**src/source/guitar_config.svh**
```systemverilog
/* Audio front end widths and ratios */

`ifndef GUITAR_CONFIG_SVH
`define GUITAR_CONFIG_SVH

////////////////////////////////////////
// ADC and oversampling
////////////////////////////////////////

`define GH_ADC_W        12  // Raw conversion code
`define GH_OS_LOW_LOG2  4   // 16x ratio
`define GH_OS_HIGH_LOG2 8   // 256x ratio

// Oversampled widths gain half a bit per doubling of the ratio
`define GH_OS_LOW_W  (`GH_ADC_W + `GH_OS_LOW_LOG2 / 2)
`define GH_OS_HIGH_W (`GH_ADC_W + `GH_OS_HIGH_LOG2 / 2)

////////////////////////////////////////
// Frame RAM and audio output
////////////////////////////////////////

`define GH_FRAME_AW 12  // 4096 words
`define GH_FRAME_DW 16
`define GH_PWM_W    11  // 2048-cycle PWM period

`endif

```
**src/source/pwm_audio.sv**
```systemverilog
/* PWM audio output */

`timescale 1ns/1ps
`default_nettype none

`include "guitar_config.svh"

module pwm_audio (
    input  logic                     clk_104mhz,
    input  logic                     arst_n,
    input  logic                     source_fast,
    input  logic [`GH_OS_LOW_W-1:0]  sample_low,
    input  logic [`GH_OS_HIGH_W-1:0] sample_high,
    output logic                     audio_pwm
);

    logic                 src_meta;
    logic                 src_sync;
    logic [`GH_PWM_W-1:0] sample_sel;
    logic [`GH_PWM_W-1:0] pwm_cnt;
    logic [`GH_PWM_W-1:0] level;
    logic [`GH_PWM_W-1:0] level_eff;

    ////////////////////////////////////////
    // Switch synchroniser
    ////////////////////////////////////////

    always_ff @(posedge clk_104mhz or negedge arst_n)
    begin
        if (!arst_n)
        begin
            src_meta <= 1'b0;
            src_sync <= 1'b0;
        end
        else
        begin
            src_meta <= source_fast;
            src_sync <= src_meta;
        end
    end

    // Top 11 bits of whichever stream is selected
    assign sample_sel = src_sync ? sample_low[`GH_OS_LOW_W-1 -: `GH_PWM_W]
                                 : sample_high[`GH_OS_HIGH_W-1 -: `GH_PWM_W];

    ////////////////////////////////////////
    // PWM generator
    ////////////////////////////////////////

    // New level counts from the first cycle of its own period
    assign level_eff = (pwm_cnt == '0) ? sample_sel : level;

    always_ff @(posedge clk_104mhz or negedge arst_n)
    begin
        if (!arst_n)
        begin
            pwm_cnt   <= '0;
            level     <= '0;
            audio_pwm <= 1'b0;
        end
        else
        begin
            pwm_cnt <= pwm_cnt + 1'b1;  // Free running, period 2048
            if (pwm_cnt == '0)
            begin
                level <= sample_sel;
            end
            audio_pwm <= (pwm_cnt < level_eff);  // Registered compare, level high cycles per period
        end
    end

endmodule

`default_nettype wire

```
**config.mk**
```make
export PLATFORM = sky130hd
export DESIGN_NAME = pwm_audio
export DESIGN_NICKNAME = d
export VERILOG_FILES = /design/src/source/pwm_audio.sv
export VERILOG_INCLUDE_DIRS = /design/src /design/src/source
export SDC_FILE = /design/constraint.sdc
export NUM_CORES = 1
export LEC_CHECK = 0
export BUFFER_PORTS_ARGS = -buffer_cell sky130_fd_sc_hd__buf_2
export CAP_MARGIN = 0
export CORE_MARGIN = 2
export CORE_UTILIZATION = 47
export DETAILED_ROUTE_END_ITERATION = 6
export GPL_TIMING_DRIVEN = 0
export PLACE_DENSITY = 0.85
export SYNTH_ARGS = -nofsm -noshare
export SYNTH_HDL_FRONTEND = slang
export SYNTH_SLANG_ARGS = --single-unit
```
**constraint.sdc**
```tcl
create_clock -name clk_104mhz -period 2.45 [get_ports clk_104mhz]
set_clock_uncertainty 0.05 [all_clocks]
set_input_delay 0.1225 -clock clk_104mhz [delete_from_list [all_inputs] [get_ports clk_104mhz]]
set_output_delay 0.1225 -clock clk_104mhz [all_outputs]
set_load 0.01 [all_outputs]
```
[After elaboration in Yosys (flattened, before gate mapping)]
Cells that the tools add are included.
Cells by class
  reductions and logical operators: 1
  multiplexer cells: 2
  add/sub/neg operators: 1
  order comparisons: 1
Operators with widths (count)
  11-bit two-way mux: 2
  11-bit by 1-bit adder with 11-bit output, second input constant: 1
  11-bit zero test: 1
  11-bit < comparator: 1
Storage, ports and cells
  word-level logic and storage cells: 10
  flip-flop bits (word level): 25
  output and inout port bits: 1

[Longest topological paths before layout]
  depth after elaboration: 3
  depth in mapped cells: 12
  mapped depth without buffers: 11

[Least setup slack after synthesis]
OpenSTA, ideal clock, no wires.
  path type: reg-to-reg
  from: register pwm_cnt[0]
  to: register audio_pwm
  setup slack: -138 ps
  stages on the path, launching flop included: 13
  data required time: 2313 ps
  arrival time: 2451 ps
  setup time: 87 ps
  path through: dfrtp_1 > inv_1 > ha_1 > nor4b_2 > nand3_1 > clkbuf_1 > nand2_1 > o21a_1 > ha_1 > a21o_1 > a21o_1 > a211o_1 > a211oi_2
On the way
  longest elaborated chain between the ends: 3
Ends and longest elaborated chain
  start: declaration: line pwm_audio.sv:20  | logic [`GH_PWM_W-1:0] pwm_cnt;
  start signal: assignment: line pwm_audio.sv:63  | pwm_cnt <= pwm_cnt + 1'b1;
  11-bit zero test: line pwm_audio.sv:51  | assign level_eff = (pwm_cnt == '0) ? sample_sel : level;
  11-bit two-way mux: line pwm_audio.sv:51
  11-bit < comparator *: line pwm_audio.sv:68  | audio_pwm <= (pwm_cnt < level_eff);
  end signal: assignment: line pwm_audio.sv:68
  end: declaration: line pwm_audio.sv:14  | output logic audio_pwm
Every way passes the cells marked *; elsewhere a longest branch is shown, timed or not.

[Worst setup path after layout]
Ends and elaborated chain as after synthesis.

==> results.toml <==
[status]
status = "finished, violations left"
violations = "setup timing"

[pwr]
seq_power_share_pct = 61.1
p_per_area_nw_per_um2 = 405
swShare_pct = 24.8
p_int_uw = 526
p_clk_share_pct = 26.6
combPwrFrac_pct = 12.2
switchingPower_uw = 173
p_leak_nw = 0.856
power_uw = 699
ir_drop_mv = 0.340

[timing]
whs_ns = 0.0639
setup_viol = 1
relSlewSlack_pct = 61.9
period_share_pct = 109
period_needed_ns = 2.68
slew_violations = 0
finalHoldViolCount = 0
rsz0062_at_grt = "yes"
worstMarginPinSlew_ns = 0.571
max_freq_mhz = 373
worst_slack_ns = -0.230

[floorplan]
die_h_microns = 57.9
fp.coreArea_sq_um = 2760
die_w_microns = 57.9
fp-row-count = 19
fp.dieArea_sq_um = 3350
initial_core_util_pct = 49.5
pin_count = 34

[global_routing]
antenna_found_initial = 0
grt_pass1_vias = 1078
track_usage_pct = 17.5
grt_overflow_total = 0
grt_pass1_wl_microns = 4520
grt_max_degree = 26

[drt]
drcViolationCount = 0
drt_first_pass_iters = 4
drt-total-wl_microns = 3160
drtIter0Drc = 40
vias = 1133
viasPerCell = 5.75
drt.antenna.violating_nets = 0
avgRoutedWirePerCell_microns = 16.0

[clock_tree]
clock-sinks = 25
cts_tree = "built"
cts_made_buffers = 3
htree_num_levels = 1
clock_latency_ns = 0.32
clk_pin_slew_ns = 0.14
root_buffer = "clkbuf_4"
cts_buffer_depth = 2

[critical_path]
worstPathCellList = "inv_2, ha_4, nor4b_4, nand3_4, buf_8, o21a_1, ha_4, a21o_1, a21o_1, a211o_1, a211oi_2"
r2r-end = "audio_pwm$_DFF_PN0_"
regToRegSetupSlack_ns = -0.23
regToRegStartpoint = "pwm_cnt[0]$_DFF_PN0_"
critPathArrivalTime_ns = 2.86
crit_family = "compound AO/OA/AOI/OAI gates"
setup.worst_path.start_class = "register"
slowest_delay_ns = 0.42
cp-end-kind = "register"
slowest_stage = "dfrtp_1"
cp.required_ns = 2.63
path_class = "reg -> reg"
critPathMaxFanout = 5
crit_buf_inv = 2
reg2regPathDepth = 11

[yosys]
synth_edf_count = 0
synth_xor_area_share_pct = 5.78
synthArstFlopShare_pct = 100
synth_top_family_by_area = "compound AO/OA/AOI/OAI gates"
synthSimpleGateAreaFrac_pct = 11.5
yosys.area.top_type = "dfrtp_1"
syn_area_sq_um = 1360
synth_top_cell_area_share_pct = 45.9
synth_compound_area_share_pct = 14.1
syn_area_per_cell_sq_um = 10.6
ys_seq_area_share_pct = 45.9
ys_warn_count = 0
syn_nets = 174
ys_types = 24
ys_seq_elements = 25
synthMuxAreaShare_pct = 9.17
yosys-top-cells-area = "dfrtp_1, ha_1, mux2i_1"
synthAdderAreaFrac_pct = 11.0
syn_inst = 129
ys.flop_type = "dfrtp_1"

[place]
port_buffers = 25
pre_cts_slack_ns = -0.274
dp_cells = 185
dp_hpwl_microns = 2070
place_congestion = 0.835

[hold_path]
hold_path.class = "in -> reg"
whs_path_depth = 3
hold_end = "level[7]$_DFF_PN0_"
hold_start = "sample_high[12]"

[cells_and_area]
drive_gt1_share_pct = 29.5
n_antenna_cell = 0
nets = 212
area_growth_pct = 26.6
fin_cells = 197
final_util_pct = 62.6

[run]
maxCapViolCount = 0
==> logic make-up after synthesis <==
family          after synthesis
simple gates                 33
fa+ha+maj                    12
compound gates               29
flops                        25
buf+inv                       9
mux                          12
xor+xnor                      9
==> metal layers <==
| layer | share of wire, % | vias up | GRT usage (%) |
|---|---|---|---|
| met1 | 39 | 568 | 21.1 |
| met5 | 0 | - | 0 |
| met4 | 1.3 | 0 | 7.64 |
| li1 | - | 535 | - |
| met3 | 4.2 | 4 | 2.46 |
| met2 | 55 | 26 | 31.2 |
==> timing repair <==
item,in CTS,in global routing
gates resized for setup,4,11
buffers inserted,2,2
endpoints found under the hold margin,26,0
gates cloned,0,2
pin swaps,1,6
hold buffers,2,0
endpoints found under the setup margin,1,1
==> Yosys cell counts, types with 2 or more instances <==
| cell type | n |
|---|---|
| o21ai_0 | 10 |
| xnor2_1 | 7 |
| nor3_1 | 3 |
| inv_1 | 5 |
| nand4_1 | 2 |
| nand3_1 | 6 |
| clkbuf_1 | 3 |
| xor2_1 | 2 |
| nor2_1 | 3 |
| a21oi_1 | 3 |
| dfrtp_1 | 25 |
| ha_1 | 12 |
| o21a_1 | 11 |
| a21o_1 | 2 |
| nand2_1 | 16 |
| mux2i_1 | 11 |
==> state kept, by name, indices dropped and copies added (netlist names) <==
register   count
audio_pwm      1
level         11
pwm_cnt       11
src_meta       1
src_sync       1
==> cells in the final DEF (no fill, tap or decap), drive strengths merged <==
| cell type | n |
|---|---|
| a211o | 1 |
| a211oi | 1 |
| a21o | 2 |
| a21oi | 3 |
| and3 | 1 |
| buf | 33 |
| clkbuf | 5 |
| clkinv | 1 |
| dfrtp | 25 |
| dlygate4sd3 | 2 |
| ha | 12 |
| inv | 5 |
| mux2 | 1 |
| mux2i | 11 |
| nand2 | 16 |
| nand3 | 6 |
| nand4 | 2 |
| nor2 | 3 |
| nor3 | 3 |
| nor4 | 1 |
| nor4b | 1 |
| o21a | 11 |
| o21ai | 10 |
| o2bb2ai | 1 |
| xnor2 | 7 |
| xor2 | 2 |
==> area by class of cell <==
class                      instances  area, sq um
sequential                        25          626
buffer                             4         35.0
fill                             211         1030
clock buffer                       3         22.5
inverter                           5         18.8
clock inverter                     1         5.00
timing repair buffer              33          205
multi-input combinational         95          776
tap                               31         38.8
==> worst register-to-register path: cells and delay by family, from the launching register on <==
kind            cells  cell delay [ns]
flops               1             0.42
simple gates        2             0.42
fa+ha+maj           2             0.35
compound gates      5             1.11
buf+inv             2             0.26
==> worst max path at each step <==
stage	cells after the start	slack, ns	startpoint	endpoint
6_report	11	-0.23	pwm_cnt[0]$_DFF_PN0_	audio_pwm$_DFF_PN0_
2_1_floorplan	11	0.04	pwm_cnt[0]$_DFF_PN0_	audio_pwm$_DFF_PN0_
4_1_cts	11	-0.13	pwm_cnt[0]$_DFF_PN0_	audio_pwm$_DFF_PN0_
5_1_grt	12	-0.34	pwm_cnt[0]$_DFF_PN0_	audio_pwm$_DFF_PN0_
3_3_place_gp	12	-0.20	pwm_cnt[0]$_DFF_PN0_	audio_pwm$_DFF_PN0_
3_5_place_dp	11	-0.27	pwm_cnt[0]$_DFF_PN0_	audio_pwm$_DFF_PN0_
==> stage by stage <==
step                cell area [sq um]  setup TNS [ns]
finish                           1730          -0.230
global route                     1730          -0.342
CTS                              1620          -0.132
detailed placement               1540          -0.274
global placement                 1540          -0.197
floorplan                        1380               0
==> power by group through the flow <==
stage                     Combinational (mW)  Sequential, mW  Clock, mW
after floorplan                       0.0426           0.434          0
after global placement                0.0736           0.434          0
after detailed placement              0.0791           0.435          0
after CTS                             0.0822           0.427      0.191
after global routing                  0.0947           0.428      0.203
final                                 0.0856           0.427      0.186
(Power assumes the default switching activity.)
