File: config.mk
export PLATFORM = sky130hd
export DESIGN_NAME = oversampler
export DESIGN_NICKNAME = d
export VERILOG_FILES = /design/src/source/guitar_pkg.sv /design/src/source/oversampler.sv
export VERILOG_INCLUDE_DIRS = /design/src /design/src/source
export SDC_FILE = /design/constraint.sdc
export NUM_CORES = 1
export LEC_CHECK = 0
export ABC_AREA = 1
export ABC_CLOCK_PERIOD_IN_PS = 2400
export BUFFER_PORTS_ARGS = -buffer_cell sky130_fd_sc_hd__buf_4
export CORE_UTILIZATION = 57
export DETAILED_ROUTE_END_ITERATION = 10
export PLACE_DENSITY = 0.77
export SYNTH_ARGS = -nofsm -noshare
export SYNTH_HDL_FRONTEND = slang
export SYNTH_SLANG_ARGS = --single-unit
File: constraint.sdc
create_clock -name clk_104mhz -period 2.4 [get_ports clk_104mhz]
set_clock_uncertainty 0.05 [all_clocks]
set_input_delay 0.36 -clock clk_104mhz [delete_from_list [all_inputs] [get_ports clk_104mhz]]
set_output_delay 0.36 -clock clk_104mhz [all_outputs]
set_load 0.05 [all_outputs]
File: src/source/guitar_config.svh
/* Audio front end widths and ratios */

`ifndef GUITAR_CONFIG_SVH
`define GUITAR_CONFIG_SVH

////////////////////////////////////////
// ADC and oversampling
////////////////////////////////////////

`define GH_ADC_W        12  // Raw conversion code
`define GH_OS_LOW_LOG2  4   // 16x ratio
`define GH_OS_HIGH_LOG2 8   // 256x ratio

// Oversampled widths gain half a bit per doubling of the ratio
`define GH_OS_LOW_W  (`GH_ADC_W + `GH_OS_LOW_LOG2 / 2)
`define GH_OS_HIGH_W (`GH_ADC_W + `GH_OS_HIGH_LOG2 / 2)

////////////////////////////////////////
// Frame RAM and audio output
////////////////////////////////////////

`define GH_FRAME_AW 12  // 4096 words
`define GH_FRAME_DW 16
`define GH_PWM_W    11  // 2048-cycle PWM period

`endif

File: src/source/guitar_pkg.sv
/* Front end shared types */

`default_nettype none

`include "guitar_config.svh"

package guitar_pkg;

    // One ADC conversion result, code qualified by eoc
    typedef struct packed {
        logic                 eoc;   // Single-cycle conversion done
        logic [`GH_ADC_W-1:0] code;
    } adc_sample_t;

    // Read request from the spectral reader
    typedef struct packed {
        logic [`GH_FRAME_AW-1:0] addr;
    } frame_read_t;

endpackage

`default_nettype wire

File: src/source/oversampler.sv
/* Averaging oversampler */

`timescale 1ns/1ps
`default_nettype none

`include "guitar_config.svh"

module oversampler
    import guitar_pkg::*;
#(
    parameter int LOG2_RATIO = `GH_OS_LOW_LOG2,
    localparam int SHIFT = LOG2_RATIO / 2,
    localparam int OUT_W = `GH_ADC_W + SHIFT
)(
    input  logic             clk_104mhz,
    input  logic             arst_n,
    input  adc_sample_t      adc_in,
    output logic [OUT_W-1:0] oversample,
    output logic             done
);

    // Sum of 2**LOG2_RATIO codes, even ratios only
    localparam int ACC_W = OUT_W + SHIFT;

    logic [LOG2_RATIO-1:0] strobe_cnt;
    logic [ACC_W-1:0]      acc;
    logic [ACC_W-1:0]      sum_next;
    logic                  last_strobe;

    assign sum_next    = acc + ACC_W'(adc_in.code);
    assign last_strobe = adc_in.eoc && (strobe_cnt == '1);  // Nth conversion of the group

    always_ff @(posedge clk_104mhz or negedge arst_n)
    begin
        if (!arst_n)
        begin
            strobe_cnt <= '0;
            acc        <= '0;
            oversample <= '0;
            done       <= 1'b0;
        end
        else
        begin
            done <= last_strobe;
            if (adc_in.eoc)
            begin
                strobe_cnt <= strobe_cnt + 1'b1;  // Wraps back to 0 after the group
                if (last_strobe)
                begin
                    // Divide by sqrt(N) keeps the extra resolution bits
                    oversample <= sum_next[ACC_W-1:SHIFT];
                    acc        <= '0;
                end
                else
                begin
                    acc <= sum_next;
                end
            end
        end
    end

endmodule

`default_nettype wire

-- Yosys cells after proc, flatten, opt, wreduce, memory -nomap -nowiden
Cells that the tools add are included.
- register bits: 35
- input port bits: 15
- output and inout bits: 15
- logic and storage cells: 10
- $add $sub $neg: 2
- equal/unequal tests: 1
- mux-type cells: 1
- reduce and logical (&&, ||, !) cells: 2
- operator list (cell ; count):
    16-bit by 12-bit adder with 16-bit output ; 1
    16-bit two-way mux ; 1
    4-bit by 1-bit adder with 4-bit output, second input constant ; 1
    4-bit == test, second input constant ; 1
    2-bit AND reduction ; 1
    1-bit logical AND ; 1

-- Logic depth before layout (Yosys ltp)
Gate-level depths: netlist of the first run.
- word-level depth: 3
- depth in mapped cells: 11
- depth with buffers taken out: 11

-- Worst setup path after synthesis of the first run
OpenSTA, ideal clock, no wires.
- path kind: in2reg
- start point: input adc_in[0] (netlist bit)
- end point: register oversample[6]
- setup time: 0.118 ns
- data arrival time: 1.580 ns
- required time: 2.232 ns
- slack: 0.652 ns
- stages: 10
- path through: ha_1 -> inv_1 -> fa_1 -> inv_1 -> nand3_1 -> nand3_1 -> a21oi_1 -> or2_1 -> nand3_1 -> nand2_1
- cells in the longest elaborated chain, start to end: 1
- RTL lines (element ; line ; source):
    start: declaration ; oversampler.sv:17 ; input adc_sample_t adc_in,
    16-bit by 12-bit adder with 16-bit output ; oversampler.sv:30 ; assign sum_next = acc + ACC_W'(adc_in.code);
    end signal: assignment ; oversampler.sv:51 ; oversample <= sum_next[ACC_W-1:SHIFT];
    end: declaration ; oversampler.sv:18 ; output logic [OUT_W-1:0] oversample,
No other way between the ends.
A chain may end at the register's enable or synchronous reset.

-- Final worst setup path of the first run
- start point: register acc[0]
- end point: register oversample[6]
- cells in the longest elaborated chain, start to end: 1
- RTL lines (element ; line ; source):
    start: declaration ; oversampler.sv:26 ; logic [ACC_W-1:0] acc;
    start signal: assignment ; oversampler.sv:56 ; acc <= sum_next;
    16-bit by 12-bit adder with 16-bit output ; oversampler.sv:30 ;
No other way between the ends.

==> metrics.md, run 1 <==
| Metric | Value |
|---|---|
| Status | finished clean |
| First-pass DRT Iterations | 4 |
| Mean Syn Cell Area | 7.271 µm² |
| CTS tree | built |
| Final WL | 4461 µm |
| Mapped Cells | 302 |
| Number of buffers inserted by port buffering | 29 |
| Worst path most repeated cell | nand3_1 |
| CTS root buffer | clkbuf_8 |
| Worst-path maximum fanout | 3 |
| Die height | 64.07 µm |
| Grt ovf | 0 |
| Max Transition Viols Final | 0 |
| Worst-path clk slew | 0.07 ns |
| Initial antenna violation count | 0 |
| Wire per inst | 11.65 µm |
| Worst Path Buf+Inv | 2 |
| Minimum clock period | 1.854 ns |
| Ys Warns | 0 |
| Synth unique cells | 27 |
| Final hold vios | 0 |
| Filler Cell Count | 342 |
| Final setup TNS | 0 ns |
| #FFs+latches synth | 35 |
| Post-CTS Hold Buffers | 1 |
| Peak supply drop | 0.0008783 V |
| 1st-iter DRT viols | 103 |
| Mapped Area | 2196 µm² |
| Final instance area | 2585 µm² |
| Crit-path leading delay family | adder cells |
| Setup slack, reg-to-reg | 0.55 ns |
| Number of buffers created by CTS | 5 |
| H-tree lvl count | 2 |
| Area contributors post-synth | dfrtp_1 (40%), nand2_1 (22%), ha_1 (7.4%), nand3_1 (7.1%), inv_1 (6.7%) |
| ANT nets after route | 0 |
| All-layer global routing usage | 25.01% |
| # nets final | 363 |
| Fmax | 539.4 MHz |
| RSZ-0062 raised after global routing | false |
| Worst slew pin tran | 0.5770 ns |
| Largest stage delay, worst path | 0.39 ns |
| Setup violators final | 0 |
| CP Data Arrival Time | 1.99 ns |
| Syn_nets | 331 |
| Worst hold path type | in -> reg |
| DR vias | 1903 |
| HPWL after DPL | 3199 µm |
| Number of remaining DRC errors | 0 |
| Synth top area share | 39.89% |
| Slew Limit Headroom | 61.49% |
| Vias per cell | 4.969 |
| I/O pins | 30 |
| Crit path launch type | flip-flop |
| Chip Width | 64.07 µm |
| Final Core Density | 70.08% |
| CTS resizes | 0 |
| Pwr Density | 1387 nW/µm² |
| Placed cells | 374 |
| Max-cap violations | 0 |
| Core box area | 3689 µm² |
| GP Congestion | 0.8481 |
| Largest net degree at the start of global routing | 36 |
| Slowest CP cell | fa_1 |
| Crit Path Category | reg -> reg |
| Die Area | 4104 µm² |
| Row count | 22 |
| Postcts setup bufs | 0 |
| Max Root-Sink Buffers | 2 |
| Crit path required time | 2.53 ns |
| Area growth from synthesis to layout | 17.72% |
| Clock latency on the worst-skew pair | 0.29 ns |
| Vias in the first global route | 1733 |
| Period Utilization, post-route | 77.24% |
| Final Non-Filler Cells | 383 |
| Yosys top cell by area | dfrtp_1 |
| Worst setup EP type | flip-flop |
| Post-synthesis sequential area ratio | 39.89% |
| Initial cell density of the core | 59.53% |
| First-pass GRT wire length | 7790 µm |
| Antenna Diode Count | 0 |
| Layout cells sized above 1 | 13.73% |
| Worst-path cell chain | ha_1 > inv_1 > fa_1 > inv_1 > nand3_1 > nand3_1 > a21oi_1 > or2_1 > nand3_1 > nand2_1 |
| Area of placed instances | 2439 µm² |
| LEAKAGE | 1.487 nW |
| Sink Count | 35 |
-- final cells by class --
cell class	instances	area (µm²)	share of cell area, %
timing repair buffer	30	227.7	8.809
sequential	35	875.8	33.88
clock buffer	5	68.82	2.662
tap	48	60.06	2.323
multi-input combinational	220	1127	43.61
inverter	42	157.7	6.099
clock inverter	3	67.56	2.614
-- path summary, 6_finish.rpt --
| kind | startpoint | endpoint | cells after the start |
|---|---|---|---|
| worst max register to register | acc[0] | oversample[6] | 10 |
| min in group asynchronous | arst_n | acc[6] | 2 |
| worst max-delay path | acc[0] | oversample[6] | 10 |
| max in group asynchronous | arst_n | acc[13] | 2 |
| worst min-delay path | adc_in[12] | strobe_cnt[0] | 2 |
| worst min register to register | oversample[8] | oversample[8] | 2 |
-- kinds of logic (layout without fill, tap and decap cells) --
kind of cell	Yosys count	in the layout	synth area share (%)
xor+xnor	6	6	2.394
flops	35	35	39.89
fa+ha+maj	14	14	8.319
buf+inv	47	80	8.774
simple gates	187	187	36.75
compound gates	13	13	3.875
-- Yosys cell counts --
library cell / n
a21oi_1: 5
a21oi_4: 1
a22o_1: 2
and2_1: 1
buf_1: 1
buf_2: 1
buf_4: 2
buf_6: 1
dfrtp_1: 35
fa_1: 1
ha_1: 13
inv_1: 39
inv_2: 3
nand2_1: 127
nand2_2: 3
nand3_1: 31
nand3_2: 1
nand3b_1: 3
nand4_1: 2
nand4_4: 1
nor2_1: 10
nor3_1: 3
o21ai_0: 4
o22ai_1: 1
or2_1: 5
xnor2_1: 3
xor2_1: 3
-- through the flow --
stage          power, mW  hold slack [ns]  setup WS (ns)
2_1_floorplan      2.497          0.01441         0.6525
3_3_place_gp       2.914           0.2916         0.4807
3_5_place_dp       2.945           0.2854         0.4699
4_1_cts            3.599           0.2836         0.5567
5_1_grt            3.895           0.2871         0.3737
6_report           3.584           0.2877         0.5461
-- power breakdown --
part | internal [mW] | leakage [nW] | switching (mW) | total [mW]
combinational | 0.663 | 0.984 | 1.25 | 1.91
clock | 0.414 | 0.0644 | 0.223 | 0.637
sequential | 0.854 | 0.439 | 0.184 | 1.04
total | 1.93 | 1.49 | 1.65 | 3.58
-- cell usage in the layout, fill, tap and decap left out, drive strengths merged, types with 2 or more instances in the layout --
cell type,netlist,routed
nand2,130,130
inv,42,42
dfrtp,35,35
nand3,32,32
buf,5,29
ha,13,13
nor2,10,10
a21oi,6,6
or2,5,5
clkbuf,0,5
o21ai,4,4
nand3b,3,3
xnor2,3,3
xor2,3,3
nor3,3,3
nand4,3,3
a22o,2,2
bufinv,0,2
-- registers in the layout (all words and copies together), names as in the netlist --
name	flops
acc	16
oversample	14
strobe_cnt	4
done	1
-- routing by layer --
metal	wire length [µm]	up-vias	part of all wire (%)	GRT usage (%)
met4	42	0	0.94	5.114
met2	2060	42	46	40.43
li1	-	1003	-	-
met1	2111	851	47	33.79
met5	0	-	0	0
met3	248	7	5.6	6.429
-- worst register-to-register path, cell delays in order, from the launching register on --
cell	delay, ns
dfrtp_1	0.35
ha_1	0.16
inv_1	0.05
fa_1	0.39
inv_1	0.09
nand3_1	0.07
nand3_1	0.13
a21oi_1	0.10
or2_1	0.23
nand3_1	0.07
nand2_1	0.05
Note: power is estimated with default switching activity, not from simulation.
==> run 2, diff against run 1 <==
--- a/config.mk
+++ b/config.mk
@@ -6,10 +6,10 @@
 export SDC_FILE = /design/constraint.sdc
 export NUM_CORES = 1
 export LEC_CHECK = 0
-export ABC_AREA = 1
-export ABC_CLOCK_PERIOD_IN_PS = 2400
+export ABC_AREA = 0
+export ABC_CLOCK_PERIOD_IN_PS = 1900
 export BUFFER_PORTS_ARGS = -buffer_cell sky130_fd_sc_hd__buf_4
-export CORE_UTILIZATION = 57
+export CORE_UTILIZATION = 56
 export DETAILED_ROUTE_END_ITERATION = 10
 export PLACE_DENSITY = 0.77
 export SYNTH_ARGS = -nofsm -noshare
==> constraint.sdc (replaced) <==
create_clock -name clk_104mhz -period 1.9 [get_ports clk_104mhz]
set_clock_uncertainty 0.05 [all_clocks]
set_input_delay 0.285 -clock clk_104mhz [delete_from_list [all_inputs] [get_ports clk_104mhz]]
set_output_delay 0.285 -clock clk_104mhz [all_outputs]
set_load 0.05 [all_outputs]
==> run 2 against run 1 <==
  * The flow now finishes with violations (setup timing)
  * Combinational power is 94% higher
  * Synthesized cell count is 33% lower
  * Clock power is 24% lower
  * Non-clock buffer count is 34 higher
  * Utilization is 13 points higher
  * Critical path type unchanged
  * Flip-flop and latch count stayed put
  * Setup slack worse by 0.99 ns
  * Sequential power is 31% higher
  * Area after synthesis is 8.5% lower
  * Die area is 6.7% lower
==> metrics.md, run 2 <==
| Metric | Value |
|---|---|
| Synth top area share | 43.61% (was 39.89%) |
| Clock latency on the worst-skew pair | 0.37 ns (was 0.29 ns) |
| LEAKAGE | 1.346 nW (was 1.487 nW) |
| Layout cells sized above 1 | 41.51% (was 13.73%) |
| Pwr Density | 1975 nW/µm² (was 1387 nW/µm²) |
| RSZ-0062 raised after global routing | true (was false) |
| Crit Path Category | reg -> reg (unchanged) |
| Failing checks | setup timing |
| Slowest CP cell | or4_1 (was fa_1) |
| Grt ovf | 0 (unchanged) |
| Vias per cell | 6.077 (was 4.969) |
| Largest family of logic cells by synthesized area | compound AO/OA/AOI/OAI gates (was simple AND/OR/NAND/NOR gates) |
| Worst Path Buf+Inv | 2 (unchanged) |
| GP Congestion | 0.9478 (was 0.8481) |
| Area growth from synthesis to layout | 40.12% (was 17.72%) |
| GR peak layer | met2 (unchanged) |
| Number of buffers created by CTS | 5 (unchanged) |
| Final WL | 5959 µm (was 4461 µm) |
| Die height | 61.89 µm (was 64.07 µm) |
| Post-synthesis compound-gate area fraction | 19.44% (was 3.875%) |
| Sink Count | 35 (unchanged) |
| Top-count cell post-synth | dfrtp_1 (was nand2_1) |
| Status | complete, but fails checks (was finished clean) |
| M1 GR Usage | 33.95% (was 33.79%) |
| EDFF count, synth | 0 (unchanged) |
| Largest regs | acc (16), oversample (14), strobe_cnt (4) (unchanged) |
| #FFs+latches synth | 35 (unchanged) |
| First-pass GRT wire length | 8162 µm (was 7790 µm) |
| Max reg flops | 16 (unchanged) |
| Clk pwr share | 8.7% (was 17.8%) |
| Minimum clock period | 2.343 ns (was 1.854 ns) |
| CTS root buffer | clkbuf_4 (was clkbuf_8) |
| Mean Syn Cell Area | 9.892 µm² (was 7.271 µm²) |
| Max Transition Viols Final | 0 (unchanged) |
| Die Area | 3830 µm² (was 4104 µm²) |
| HPWL after DPL | 3604 µm (was 3199 µm) |
| Initial antenna violation count | 0 (unchanged) |
| Vias in the first global route | 1813 (was 1733) |
| Met2 usage | 51.77% (was 40.43%) |
| Worst-path clk slew | 0.11 ns (was 0.07 ns) |
| Ys async rst share | 100.0% (unchanged) |
| Wire per inst | 19.16 µm (was 11.65 µm) |
| DR vias | 1890 (was 1903) |
| H-tree lvl count | 2 (unchanged) |
| Syn_nets | 232 (was 331) |
| Final instance area | 2814 µm² (was 2585 µm²) |
| Area of placed instances | 2417 µm² (was 2439 µm²) |
| Initial cell density of the core | 59.25% (was 59.53%) |
| Switching share of power | 46.49% (was 46.14%) |
| Most common library cell in the layout ignoring fill and taps | buf_4 (was nand2_1) |
| 1st-iter DRT viols | 128 (was 103) |
| Post-synthesis sequential area ratio | 43.61% (was 39.89%) |
| Largest net degree at the start of global routing | 36 (unchanged) |
| Worst-path maximum fanout | 3 (unchanged) |
| Simple logic cell fraction of the synthesized area | 13.21% (was 36.75%) |
| Crit path launch type | flip-flop (unchanged) |
| Most flop-heavy register | acc (unchanged) |
| Setup violators final | 22 (was 0) |
| Antenna Diode Count | 0 (unchanged) |
| Post-route worst setup slack | -0.4428 ns (was 0.5461 ns) |
| First-pass DRT Iterations | 4 (unchanged) |
| Register share of total power | 24.5% (was 28.9%) |
| Worst hold path type | in -> reg (unchanged) |
| Filler Cell Count | 183 (was 342) |
| Combinational Power Share | 66.8% (was 53.3%) |
| Max Root-Sink Buffers | 2 (unchanged) |
| Synth unique cells | 42 (was 27) |
| Mapped Cells | 203 (was 302) |
| Row count | 21 (was 22) |
| Chip Width | 61.89 µm (was 64.07 µm) |
| Max-cap violations | 0 (unchanged) |
| Number of buffers inserted by port buffering | 29 (unchanged) |
| Slew Limit Headroom | 70.77% (was 61.49%) |
| Mapped Area | 2008 µm² (was 2196 µm²) |
| Post-synth top cells | dfrtp_1 (35), nand2_1 (24), inv_1 (15), o21ai_0 (14), ha_1 (13) (was nand2_1 (127), inv_1 (39), dfrtp_1 (35), nand3_1 (31), ha_1 (13)) |
| Multiplexer share of the synthesized area | 2.181% (was 0%) |
| # nets final | 293 (was 363) |
| Post-synthesis adder-cell area fraction | 9.097% (was 8.319%) |
| P_sw | 2.584 mW (was 1.654 mW) |
| Internal power | 2.974 mW (was 1.931 mW) |
| Yosys top cell by area | dfrtp_1 (unchanged) |
| Post-synthesis xor/xnor area fraction | 6.978% (was 2.393%) |
| Fin Hold WS | 0.2616 ns (was 0.2877 ns) |
| CP Data Arrival Time | 2.57 ns (was 1.99 ns) |
| Area contributors post-synth | dfrtp_1 (44%), ha_1 (8.1%), nand2_1 (4.5%), xnor2_1 (4.4%), o21ai_0 (3.5%) (was dfrtp_1 (40%), nand2_1 (22%), ha_1 (7.4%), nand3_1 (7.1%), inv_1 (6.7%)) |
| Core box area | 3390 µm² (was 3689 µm²) |
| Worst slew pin tran | 0.4385 ns (was 0.5770 ns) |
| Worst path most repeated cell | o211ai_1 (was nand3_1) |
| Final setup TNS | -4.500 ns (was 0 ns) |
| Period Utilization, post-route | 123.3% (was 77.24%) |
| All-layer global routing usage | 29.71% (was 25.01%) |
| Ys Warns | 0 (unchanged) |
| I/O pins | 30 (unchanged) |
| Worst-path cell chain | ha_2 > inv_2 > fa_2 > nor2b_4 > o211ai_1 > nand3_2 > a221oi_4 > buf_4 > or4_1 > o211ai_1 (was ha_1 > inv_1 > fa_1 > inv_1 > nand3_1 > nand3_1 > a21oi_1 > or2_1 > nand3_1 > nand2_1) |
| Most frequent cells in the layout | buf_4 (59), dfrtp_1 (35), nand2_1 (23), inv_1 (14), o21ai_1 (11) (was nand2_1 (127), inv_1 (39), dfrtp_1 (35), nand3_1 (31), buf_4 (29)) |
| CTS tree | built (unchanged) |
| Largest stage delay, worst path | 0.46 ns (was 0.39 ns) |
| Final hold vios | 0 (unchanged) |
| Crit path required time | 2.13 ns (was 2.53 ns) |
| Peak supply drop | 0.001005 V (was 0.0008783 V) |
| Met3 Use GR | 6.832% (was 6.429%) |
| Number of remaining DRC errors | 0 (unchanged) |
| Worst setup EP type | flip-flop (unchanged) |
| Fmax | 426.8 MHz (was 539.4 MHz) |
| Crit-path leading delay family | simple AND/OR/NAND/NOR gates (was adder cells) |
| ANT nets after route | 0 (unchanged) |
| Ys flop type | dfrtp_1 (unchanged) |
-- run 2: cell count changes in the layout (fill, tap and decap cells not counted), sizes merged, moves of 6 or more --
cell   delta
a21o      +6
o22ai     +6
nand3    -28
buf      +34
nand2   -106
xnor2     +7
inv      -27
o21ai    +13
-- run 2: kinds of logic after synthesis --
logic type | count (synthesis)
AO/OA/AOI/OAI | 56
flip-flops | 35
multiplexers | 4
AND/OR/NAND/NOR | 53
buffers and inverters | 25
adder cells (fa/ha/maj) | 14
XOR/XNOR | 16
-- run 2: final timing paths --
path | start | to | slack, ns | depth (start not counted)
max reg2reg | acc[0] | acc[14] | -0.44 | 10
min in group asynchronous | arst_n | oversample[2] | 0.34 | 2
min | adc_in[0] | acc[0] | 0.26 | 4
min reg2reg | strobe_cnt[3] | strobe_cnt[3] | 0.44 | 1
max | acc[0] | acc[14] | -0.44 | 10
max in group asynchronous | arst_n | oversample[8] | 1.14 | 2
-- run 2: routing by layer --
metal | part of all wire, % | vias to the layer above
met4 | 6.2 | 0
li1 | - | 848
met1 | 37 | 881
met5 | 0 | -
met2 | 50 | 115
met3 | 7.5 | 46
-- run 2: timing repair --
item	4_1_cts	5_1_grt
endpoints found under the setup margin	20	22
buffers inserted	8	5
resized for setup	22	27
hold endpoints to repair	35	0
hold buffers	1	0
pin swaps	20	22
-- run 2: per-stage QoR --
stage	util [%]	power, mW	std cells	setup WS, ns
finish	83.02	5.558	311	-0.4428
floorplan	-	3.256	203	-0.2289
CTS	77.96	4.966	307	-0.3437
detailed placement	71.32	4.181	292	-0.4114
global route	83.02	5.844	311	-0.5266
global placement	71.32	4.014	292	-0.2659
-- run 2: area by class of cell --
type                            instances  area, µm²  share of cell area [%]
Tap cell                               46      57.56                   2.045
Multi-Input combinational cell        143       1257                   44.69
Clock buffer                            8      68.82                   2.446
Sequential cell                        35      875.8                   31.12
Inverter                               15      56.30                   2.001
Timing Repair Buffer                   64      498.0                   17.70
-- run 2: worst min-delay path, stage by stage --
cell and delay, ns:
buf_4 0.09, ha_2 0.15, nand3_1 0.06, o21ai_0 0.07
-- run 2: power groups by stage --
| stage | Sequential (mW) | Clock (mW) | Combinational [mW] |
|---|---|---|---|
| 6_report | 1.36 | 0.484 | 3.71 |
| 5_1_grt | 1.40 | 0.505 | 3.94 |
| 4_1_cts | 1.36 | 0.471 | 3.14 |
| 3_5_place_dp | 1.35 | 0 | 2.83 |
| 3_3_place_gp | 1.31 | 0 | 2.70 |
| 2_1_floorplan | 1.77 | 0 | 1.49 |
